[src/source/rst_pkg.sv]
// shared types, constants and character helpers for the rotary substitution cipher; import in each module
package rst_pkg;

  // one ascii character
  typedef logic [7:0] char_t;

  localparam int KEY_LEN   = 12;
  localparam int TABLE_DIM = 6;

  // key position 0 is the lowest character
  typedef char_t [KEY_LEN-1:0] key_t;

  // one line of the table, entry 0 at the bottom
  typedef char_t [TABLE_DIM-1:0] line_t;

  typedef struct packed {
    line_t rows;
    line_t cols;
  } rot_table_t;

  // row character goes out in the upper byte
  typedef struct packed {
    char_t row_char;
    char_t col_char;
  } ctxt_t;

  // 0..25 letters, 26..35 digits
  typedef logic [5:0] sym_idx_t;

  localparam char_t NUL_CHAR = 8'h00;

  // ascii class bounds
  localparam char_t UPPER_A = 8'h41;
  localparam char_t UPPER_Z = 8'h5a;
  localparam char_t LOWER_A = 8'h61;
  localparam char_t LOWER_Z = 8'h7a;
  localparam char_t DIGIT_0 = 8'h30;
  localparam char_t DIGIT_9 = 8'h39;

  localparam sym_idx_t DIGIT_BASE = 6'd26;

  function automatic logic char_is_upper(input char_t ch);
    return (ch >= UPPER_A) && (ch <= UPPER_Z);
  endfunction

  function automatic logic char_is_lower(input char_t ch);
    return (ch >= LOWER_A) && (ch <= LOWER_Z);
  endfunction

  function automatic logic char_is_digit(input char_t ch);
    return (ch >= DIGIT_0) && (ch <= DIGIT_9);
  endfunction

  // letter or digit, the only characters the cipher accepts
  function automatic logic char_is_alnum(input char_t ch);
    return char_is_upper(ch) || char_is_lower(ch) || char_is_digit(ch);
  endfunction

  // case is ignored, so A and a share index 0
  // only meaningful for alphanumeric input
  function automatic sym_idx_t char_sym_idx(input char_t ch);
    char_t    offs;
    sym_idx_t idx;
    offs = '0;
    idx  = '0;
    if (char_is_upper(ch)) begin
      offs = ch - UPPER_A;
      idx  = sym_idx_t'(offs);
    end else if (char_is_lower(ch)) begin
      offs = ch - LOWER_A;
      idx  = sym_idx_t'(offs);
    end else if (char_is_digit(ch)) begin
      offs = ch - DIGIT_0;
      idx  = sym_idx_t'(offs) + DIGIT_BASE;
    end
    return idx;
  endfunction

endpackage

[src/source/key_checker.sv]
// registers the cipher key and checks that it holds twelve distinct alphanumeric characters
`timescale 1ns/10ps

module key_checker (
  input  logic          clk,
  input  logic          rst_n,
  input  rst_pkg::key_t key,
  output rst_pkg::key_t key_q,
  output logic          key_ok,
  output logic          err_invalid_key
);

  import rst_pkg::*;

  logic all_alnum;
  logic has_repeat;

  // key is sampled every cycle, verdict follows one edge later
  always_ff @(posedge clk or negedge rst_n) begin
    if (!rst_n) begin
      key_q <= '0;
    end else begin
      key_q <= key;
    end
  end

  // character class of every position
  always_comb begin
    all_alnum = 1'b1;
    for (int i = 0; i < KEY_LEN; i++) begin
      if (!char_is_alnum(key_q[i])) begin
        all_alnum = 1'b0;
      end
    end
  end

  // pairwise compare, each pair once
  always_comb begin
    has_repeat = 1'b0;
    for (int i = 0; i < KEY_LEN - 1; i++) begin
      for (int j = i + 1; j < KEY_LEN; j++) begin
        if (key_q[i] == key_q[j]) begin
          has_repeat = 1'b1;
        end
      end
    end
  end

  assign key_ok = all_alnum && !has_repeat;

  always_ff @(posedge clk or negedge rst_n) begin
    if (!rst_n) begin
      err_invalid_key <= 1'b0;
    end else begin
      err_invalid_key <= !key_ok;
    end
  end

endmodule

[src/source/rst_cipher.sv]
// top level of the rotary substitution cipher, wiring key check, table and substitution together
`timescale 1ns/10ps

module rst_cipher (
  input  logic           clk,
  input  logic           rst_n,
  input  rst_pkg::key_t  key,
  input  logic           ptxt_valid,
  input  rst_pkg::char_t ptxt_char,
  output rst_pkg::ctxt_t ctxt_str,
  output logic           ctxt_ready,
  output logic           err_invalid_ptxt_char,
  output logic           err_invalid_key,
  output logic           key_not_installed
);

  import rst_pkg::*;

  key_t       key_q;
  logic       key_ok;
  rot_table_t rot_table;
  logic       installed;
  // substitution feedback that steps the table
  logic       hit;

  key_checker u_key_checker (
    .clk             (clk),
    .rst_n           (rst_n),
    .key             (key),
    .key_q           (key_q),
    .key_ok          (key_ok),
    .err_invalid_key (err_invalid_key)
  );

  table_rotor u_table_rotor (
    .clk               (clk),
    .rst_n             (rst_n),
    .key_q             (key_q),
    .key_ok            (key_ok),
    .hit               (hit),
    .rot_table         (rot_table),
    .installed         (installed),
    .key_not_installed (key_not_installed)
  );

  substitution_unit u_substitution_unit (
    .clk                   (clk),
    .rst_n                 (rst_n),
    .ptxt_valid            (ptxt_valid),
    .ptxt_char             (ptxt_char),
    .rot_table             (rot_table),
    .installed             (installed),
    .hit                   (hit),
    .ctxt_str              (ctxt_str),
    .ctxt_ready            (ctxt_ready),
    .err_invalid_ptxt_char (err_invalid_ptxt_char)
  );

endmodule

[src/source/substitution_unit.sv]
// registers a strobed plaintext character and maps it to a row and column character pair
`timescale 1ns/10ps

module substitution_unit (
  input  logic                clk,
  input  logic                rst_n,
  input  logic                ptxt_valid,
  input  rst_pkg::char_t      ptxt_char,
  input  rst_pkg::rot_table_t rot_table,
  input  logic                installed,
  output logic                hit,
  output rst_pkg::ctxt_t      ctxt_str,
  output logic                ctxt_ready,
  output logic                err_invalid_ptxt_char
);

  import rst_pkg::*;

  localparam int SEL_W = $clog2(TABLE_DIM);

  logic             ptxt_valid_q;
  char_t            ptxt_char_q;
  logic             char_ok;
  logic             bad_char;
  sym_idx_t         sym_idx;
  logic [SEL_W-1:0] row_sel;
  logic [SEL_W-1:0] col_sel;
  ctxt_t            ctxt_pair;

  // input stage
  always_ff @(posedge clk or negedge rst_n) begin
    if (!rst_n) begin
      ptxt_valid_q <= 1'b0;
    end else begin
      ptxt_valid_q <= ptxt_valid;
    end
  end

  always_ff @(posedge clk) begin
    ptxt_char_q <= ptxt_char;
  end

  assign char_ok = char_is_alnum(ptxt_char_q);

  // nothing is reported before a table exists
  assign hit      = ptxt_valid_q && char_ok && installed;
  assign bad_char = ptxt_valid_q && !char_ok && installed;

  // index 0..35 folds onto a 6x6 grid
  assign sym_idx = char_sym_idx(ptxt_char_q);
  assign row_sel = SEL_W'(sym_idx / TABLE_DIM);
  assign col_sel = SEL_W'(sym_idx % TABLE_DIM);

  assign ctxt_pair.row_char = rot_table.rows[row_sel];
  assign ctxt_pair.col_char = rot_table.cols[col_sel];

  // output stage, NUL pair when idle
  always_ff @(posedge clk or negedge rst_n) begin
    if (!rst_n) begin
      ctxt_str              <= '{row_char: NUL_CHAR, col_char: NUL_CHAR};
      ctxt_ready            <= 1'b0;
      err_invalid_ptxt_char <= 1'b0;
    end else begin
      ctxt_ready            <= hit;
      err_invalid_ptxt_char <= bad_char;
      if (hit) begin
        ctxt_str <= ctxt_pair;
      end else begin
        ctxt_str <= '{row_char: NUL_CHAR, col_char: NUL_CHAR};
      end
    end
  end

  a_ready_err_excl: assert property (
    @(posedge clk) disable iff (!rst_n)
    !(ctxt_ready && err_invalid_ptxt_char)
  ) else $error("ctxt_ready and err_invalid_ptxt_char high together");

  // key_not_installed is installed delayed by one edge and inverted,
  // so an output pulse needs installed one edge earlier
  a_quiet_before_install: assert property (
    @(posedge clk) disable iff (!rst_n)
    (ctxt_ready || err_invalid_ptxt_char) |-> $past(installed)
  ) else $error("output pulse while key not installed");

endmodule

[src/source/table_rotor.sv]
// holds the row and column sets, loads them from the first valid key and rotates them on each hit
`timescale 1ns/10ps

module table_rotor (
  input  logic                clk,
  input  logic                rst_n,
  input  rst_pkg::key_t       key_q,
  input  logic                key_ok,
  input  logic                hit,
  output rst_pkg::rot_table_t rot_table,
  output logic                installed,
  output logic                key_not_installed
);

  import rst_pkg::*;

  rot_table_t install_table;
  rot_table_t rotated_table;
  logic       do_install;

  // odd key positions fill the rows, even ones the columns
  always_comb begin
    install_table.rows[0] = key_q[11];
    install_table.rows[1] = key_q[1];
    install_table.rows[2] = key_q[9];
    install_table.rows[3] = key_q[3];
    install_table.rows[4] = key_q[7];
    install_table.rows[5] = key_q[5];
    install_table.cols[0] = key_q[10];
    install_table.cols[1] = key_q[0];
    install_table.cols[2] = key_q[8];
    install_table.cols[3] = key_q[2];
    install_table.cols[4] = key_q[6];
    install_table.cols[5] = key_q[4];
  end

  // one step up, the top entry wraps to position 0
  assign rotated_table.rows = {rot_table.rows[TABLE_DIM-2:0],
                               rot_table.rows[TABLE_DIM-1]};
  assign rotated_table.cols = {rot_table.cols[TABLE_DIM-2:0],
                               rot_table.cols[TABLE_DIM-1]};

  // only the first valid key after reset is taken
  assign do_install = !installed && key_ok;

  always_ff @(posedge clk or negedge rst_n) begin
    if (!rst_n) begin
      installed         <= 1'b0;
      key_not_installed <= 1'b0;
    end else begin
      if (do_install) begin
        installed <= 1'b1;
      end
      key_not_installed <= !installed;
    end
  end

  // hit is already qualified by installed
  always_ff @(posedge clk) begin
    if (do_install) begin
      rot_table <= install_table;
    end else if (hit) begin
      rot_table <= rotated_table;
    end
  end

  // table only moves when a character is substituted
  a_table_hold: assert property (
    @(posedge clk) disable iff (!rst_n)
    (installed && !hit) |=> $stable(rot_table)
  ) else $error("table changed without a substitution");

endmodule

[config.mk]
export PLATFORM = sky130hd
export DESIGN_NAME = rst_cipher
export DESIGN_NICKNAME = d
export VERILOG_FILES = /design/src/source/rst_pkg.sv /design/src/source/key_checker.sv /design/src/source/rst_cipher.sv /design/src/source/substitution_unit.sv /design/src/source/table_rotor.sv
export SDC_FILE = /design/constraint.sdc
export NUM_CORES = 1
export LEC_CHECK = 0
export BUFFER_PORTS_ARGS = -buffer_cell sky130_fd_sc_hd__buf_2
export CAP_MARGIN = 30
export CELL_PAD_IN_SITES_DETAIL_PLACEMENT = 2
export CELL_PAD_IN_SITES_GLOBAL_PLACEMENT = 2
export CORE_UTILIZATION = 36
export DETAILED_ROUTE_END_ITERATION = 6
export PLACE_DENSITY = 0.74
export SYNTH_ARGS = -nofsm -noshare
export SYNTH_HDL_FRONTEND = slang
export SYNTH_SLANG_ARGS = --single-unit
[constraint.sdc]
create_clock -name clk -period 9.7 [get_ports clk]
set_input_delay 0 -clock clk [delete_from_list [all_inputs] [get_ports clk]]
set_output_delay 0 -clock clk [all_outputs]
set_load 0.02 [all_outputs]
# Word-level counts from Yosys, hierarchy flattened
# Index checks and enable logic that the tools add are counted.
# totals
regBits	222
output_inout_bits	20
elab_cells	349
# classes
add_sub_neg	4
n_div	2
magnitude_cmp	80
eq_ne	66
muxes	88
reduce_logical	76
# op_table
operator	count
8-bit equality test	66
8-bit by 7-bit >= comparator with 1-bit output (second input constant)	26
8-bit by 7-bit less-or-equal comparator with 1-bit output (second input constant)	26
96-bit 2-to-1 mux	2
8-bit by 6-bit >= comparator with 1-bit output (second input constant)	13
8-bit by 6-bit less-or-equal comparator with 1-bit output (second input constant)	13
1-bit 2-to-1 mux	78
8-bit binary-select mux with 3-bit select	2
1-bit logical AND	45
6-bit by 3-bit divider with 32-bit output (second input constant)	1
6-bit by 3-bit modulo with 32-bit output (second input constant)	1
1-bit logical OR	26
6-bit 2-to-1 mux	3
16-bit 2-to-1 mux	1
8-bit 2-to-1 mux	2
6-bit subtractor (second input constant)	2
3-bit by 4-bit < comparator with 1-bit output (second input constant)	2
6-bit by 5-bit adder with 6-bit output (second input constant)	1
6-bit by 1-bit subtractor with 6-bit output (second input constant)	1
1-bit logical NOT	4
2-bit nonzero test	1

# Logic depth before layout (Yosys ltp)
# depth
word_depth	71
mapped_depth	25
ltp_nobuf	22

# Cells and area by module
# From an unflattened synthesis, not the netlist that was laid out.
# hier_totals
hier_cells	1669
hier_area_um2	17093.9
# by_module_without_submodules
mod	n_inst	cells_each	area_per_inst_um2	seq_area_each_um2
key_checker	1	1070	9816.9	2427.3
table_rotor	1	209	4239.1	2932.8
substitution_unit	1	390	3037.9	635.6

# Worst setup path before layout
# OpenSTA, ideal clock, no wires.
# synth_path
kind	register to register
start	reg u_key_checker.key_q[37] (netlist name)
end	reg, netlist name u_table_rotor.rot_table[0]
setup_time_ns	0.683
arrival_ns	9.124
slack_ns	-0.107
path_stages_with_launch	11
n_path_buf	2
period_less_slack_ns	9.807
cell_sequence	dfrtp_1 -> clkbuf_1 -> buf_1 -> xor2_1 -> nor4_1 -> a22oi_1 -> o211ai_1 -> nor4_1 -> nand3_1 -> or4_1 -> o21ai_0
# synth_between
elab_chain_len	68
word_cells_on_any_way	97
cone_classes	order compare: 6; eq/ne: 11; mux: 71; reduce/logical: 9
# synth_rtl
item	line	source
start: declaration	key_checker.sv:8	output rst_pkg::key_t key_q,
start signal: assignment	key_checker.sv:23	key_q <= key;
8-bit equality test	key_checker.sv:42	if (key_q[i] == key_q[j]) begin
1-bit 2-to-1 mux (63 in a row)	key_checker.sv:42	
1-bit logical NOT	key_checker.sv:49	assign key_ok = all_alnum && !has_repeat;
1-bit logical AND (*)	key_checker.sv:49	
1-bit logical AND (*)	table_rotor.sv:44	assign do_install = !installed && key_ok;
2-bit nonzero test (no source line) (*)	n/a	
# Mark *: on every way between the ends. The rest lies on a longest branch, timed or not.
# A chain may end at the register's enable or synchronous reset.

# Worst setup path in the final report
# layout_path
start	reg u_substitution_unit.ptxt_char_q[0]
end	reg, netlist name u_substitution_unit.ctxt_str[4]
# layout_between
elab_chain_len	9
word_cells_on_any_way	24
cone_classes	add/sub: 4; div: 1; order compare: 6; mux: 6; reduce/logical: 7
# layout_rtl
item	line	source
start: declaration	substitution_unit.sv:22	char_t ptxt_char_q;
start signal: assignment	substitution_unit.sv:40	ptxt_char_q <= ptxt_char;
6-bit subtractor (tied with other cells)	rst_pkg.sv:73	offs = ch - DIGIT_0;
6-bit by 5-bit adder with 6-bit output / 1-bit logical AND (equally long branches)	rst_pkg.sv:74, rst_pkg.sv:51	
6-bit 2-to-1 mux	rst_pkg.sv:72	end else if (char_is_digit(ch)) begin
6-bit 2-to-1 mux	rst_pkg.sv:69	end else if (char_is_lower(ch)) begin
6-bit 2-to-1 mux	rst_pkg.sv:66	if (char_is_upper(ch)) begin
6-bit by 3-bit modulo with 32-bit output	substitution_unit.sv:52	assign col_sel = SEL_W'(sym_idx % TABLE_DIM);
8-bit binary-select mux with 3-bit select	substitution_unit.sv:55	assign ctxt_pair.col_char = rot_table.cols[col_sel];
8-bit 2-to-1 mux (not written as such)	substitution_unit.sv:55	
16-bit 2-to-1 mux (*)	substitution_unit.sv:66	if (hit) begin
# Mark *: on every way between the ends. The rest lies on a longest branch, timed or not. The select of a mux whose other input is x is not followed.

==> run metrics <==
Final period util=0.654; Hold Fails Final Rpt=0; Initial Utilization=0.364; Post-synth ARST share=0.532; TritonCTS clock tree=yes; critical path's top delay family=compound AO/OA/AOI/OAI gates; pin count of the biggest net entering global routing=76; Critical Path End Type=flip-flop; Area growth syn-to-layout=19.3%; VDD IR max=0.195 mV; Die H=214 µm; I/O Pins=127; post-synthesis cell count=1580; CTS H-tree lvls=1; worst r2r path cells=21; Critical Path Fanout Max=14; number of synthesized flops with an enable pin=96; crit-path most repeated cell=ha_1; total wire length=70700 µm; CORE AREA=44200 µm²; number of buffers added on ports=126; DRC=0; clock-pin slew on the worst setup and hold paths=0.07 ns; largest buffer count on any clock path=3; Synth Flop Type=dfrtp_1; Critical-path top delay cell=mux2i_4; Fin Setup TNS=0 ns; maxcap violations=0; Pwr Density=136 nW/µm²; vias post-DR=13784; max incr delay on CP=0.71 ns; Post-Syn Area=16100 µm²; RSZ-0062 raised after global routing=no; root buffer cell=clkbuf_16; first-pass GRT wire length=104000 µm; Vias per Instance=5.91; Worst Setup Slack, final=3.35 ns; layout cells sized above 1=0.212; ordered list of cells on the worst path=inv_1, ha_1, o21ba_2, o21a_2, o211ai_1, and2_4, clkinv_4, ha_1, a41o_2, o211a_4, a211oi_1, mux2i_1, ha_1, o21ai_0, a21oi_1, a211oi_1, o21ai_1, or2_1, mux2i_4, mux2i_1, o221ai_1; Final setup viols=0; DP HPWL=41700 µm; Place WS=3.46 ns; TritonCTS sink count=222; die span in x=214 µm; post-synthesis sequential area ratio=0.372; Worst-Margin Slew=1.13 ns; worst-skew pair later-pin latency=0.57 ns; Syn Nets=1696; row count=77; initial antenna violation count=1; Pleak=6.87 nW; Avg Inst Size Synth=10.2 µm²; DP Area=17200 µm²; Synth warnings=0; number of global-route vias before repair=15809; Final nets=1838; routability cong.=0.902; WL/cell=30.3 µm; Final Skew=0.0191 ns; Fill cells=4549; Storage cell area=6000 µm²; WP data required=10.12 ns; worst endpoint data arrival time=6.77 ns; post-layout min period=6.35 ns; status=completed; remaining antenna violation count=0; total setup buffers inserted after CTS=0; Starting DRT DRC Count=1141; area of the multi-input gates=9190 µm²; critical path class=reg2reg; Overflow after GRT=0; Critical Path Stages=21; Total GRT Usage=0.312; Slew HR=0.247; HP Class=in2async; fmax=0.158 GHz; design area=19200 µm²; Die Area=45600 µm²; count of unique library cells instantiated by Yosys=81; 1st-pass router iterations=5; CTS buffer count=26; startpoint class of the critical path=flip-flop; Hold Worst Slack=0.0579 ns; Final Max Slew Viols=0; CP bufs+invs=2; FF+latch count, synth=222
[area by class of cell]
class	count	area share
antenna	1	0.000130
clock buffer	35	0.0366
clock inverter	11	0.00592
inverter	38	0.00768
multi-input combinational	1126	0.478
sequential	222	0.312
tap	592	0.0385
timing repair buffer	308	0.121
[flip-flops by register name, summed over array words and instances (netlist names)]
register,count
u_substitution_unit.ctxt_str,16
u_substitution_unit.ctxt_ready,1
u_key_checker.key_q,96
u_table_rotor.installed,1
u_substitution_unit.ptxt_char_q,8
u_table_rotor.key_not_installed,1
u_substitution_unit.ptxt_valid_q,1
u_key_checker.err_invalid_key,1
u_substitution_unit.err_invalid_ptxt_char,1
u_table_rotor.rot_table,96
[cell usage in the layout, fill, tap and decap left out, drive strengths merged, types with 4 or more instances in the layout]
cell type	instances
a21oi	42
nor2	21
edfxtp	96
clkbuf	35
dfrtp	118
dfxtp	8
nand3	5
buf	201
nand4	76
clkinv	10
xor2	274
nor4	90
nand2	45
ha	9
inv	37
mux2i	52
and2	4
o221ai	8
a22oi	6
nor2b	16
o211ai	7
dlygate4sd3	106
a211oi	10
o21ai	24
xnor2	261
nor3	6
or2	10
o22ai	22
mux2	93
[routing by layer]
metal	routed length (µm)	global-route usage	part of all wire	up-vias
met5	0	0	0	-
met3	5510	0.0639	0.078	290
li1	-	-	-	5686
met1	27600	0.377	0.39	7078
met2	33500	0.520	0.47	730
met4	4200	0.173	0.059	0
[worst paths after layout]
kind / startpoint / end / slack [ns]
setup / recovery: u_substitution_unit.ptxt_char_q[0] / u_substitution_unit.ctxt_str[4] / 3.35
hold / removal: rst_n / u_key_checker.key_q[19] / 0.06
setup reg to reg: u_substitution_unit.ptxt_char_q[0] / u_substitution_unit.ctxt_str[4] / 3.35
hold reg to reg: u_substitution_unit.ptxt_valid_q / u_substitution_unit.err_invalid_ptxt_char / 0.57
max in group asynchronous: rst_n / u_key_checker.key_q[69] / 8.54
min in group clk: key[19] / u_key_checker.key_q[19] / 0.07
[power breakdown]
group / switching, W / internal, W
sequential: 0.0000700 / 0.000995
clock: 0.000427 / 0.000560
combinational: 0.000323 / 0.000233
[cell usage after synthesis (all sizes together), types with 4 or more instances]
| cell | n | area share |
|---|---|---|
| edfxtp | 96 | 0.18 |
| mux2 | 93 | 0.065 |
| a22oi | 6 | 0.0028 |
| nor2b | 16 | 0.0062 |
| dfrtp | 118 | 0.18 |
| clkbuf | 114 | 0.027 |
| o221ai | 8 | 0.0047 |
| ha | 9 | 0.0070 |
| nor2 | 21 | 0.0050 |
| a211oi | 10 | 0.0054 |
| and2 | 4 | 0.0017 |
| nand2 | 45 | 0.011 |
| inv | 37 | 0.0086 |
| mux2i | 52 | 0.033 |
| or2 | 10 | 0.0039 |
| xor2 | 274 | 0.15 |
| o211ai | 7 | 0.0033 |
| nor3 | 6 | 0.0019 |
| o21ai | 24 | 0.0077 |
| nand3 | 5 | 0.0016 |
| buf | 80 | 0.023 |
| dfxtp | 8 | 0.0099 |
| o22ai | 22 | 0.0085 |
| a21oi | 42 | 0.014 |
| xnor2 | 261 | 0.14 |
| nor4 | 90 | 0.035 |
| nand4 | 76 | 0.030 |
[metrics by stage]
stage | instances | total power, W | utilization
after floorplan | 1580 | 0.00140 | -
after global placement | 2176 | 0.00154 | 0.390
after detailed placement | 2176 | 0.00157 | 0.390
after CTS | 2328 | 0.00258 | 0.433
after global routing | 2333 | 0.00268 | 0.435
final | 2333 | 0.00261 | 0.435
[timing repair]
item,in CTS,in global routing
resized for setup,0,0
hold buffers,106,0
endpoints found under the hold margin,150,0
[cells by family (layout without fill, tap and decap cells)]
kind of cell | Yosys count | after routing | synth area share
xor gates and xnor gates | 535 | 535 | 0.291
buffers and inverters | 232 | 392 | 0.0584
AOI/OAI and AO/OA | 149 | 149 | 0.0679
muxes | 145 | 145 | 0.0983
other | 0 | 1 | 0
DFF | 222 | 222 | 0.372
adders and majority gates | 9 | 9 | 0.00699
and+or+nand+nor | 288 | 288 | 0.105
Note: power is estimated with default switching activity, not from simulation.
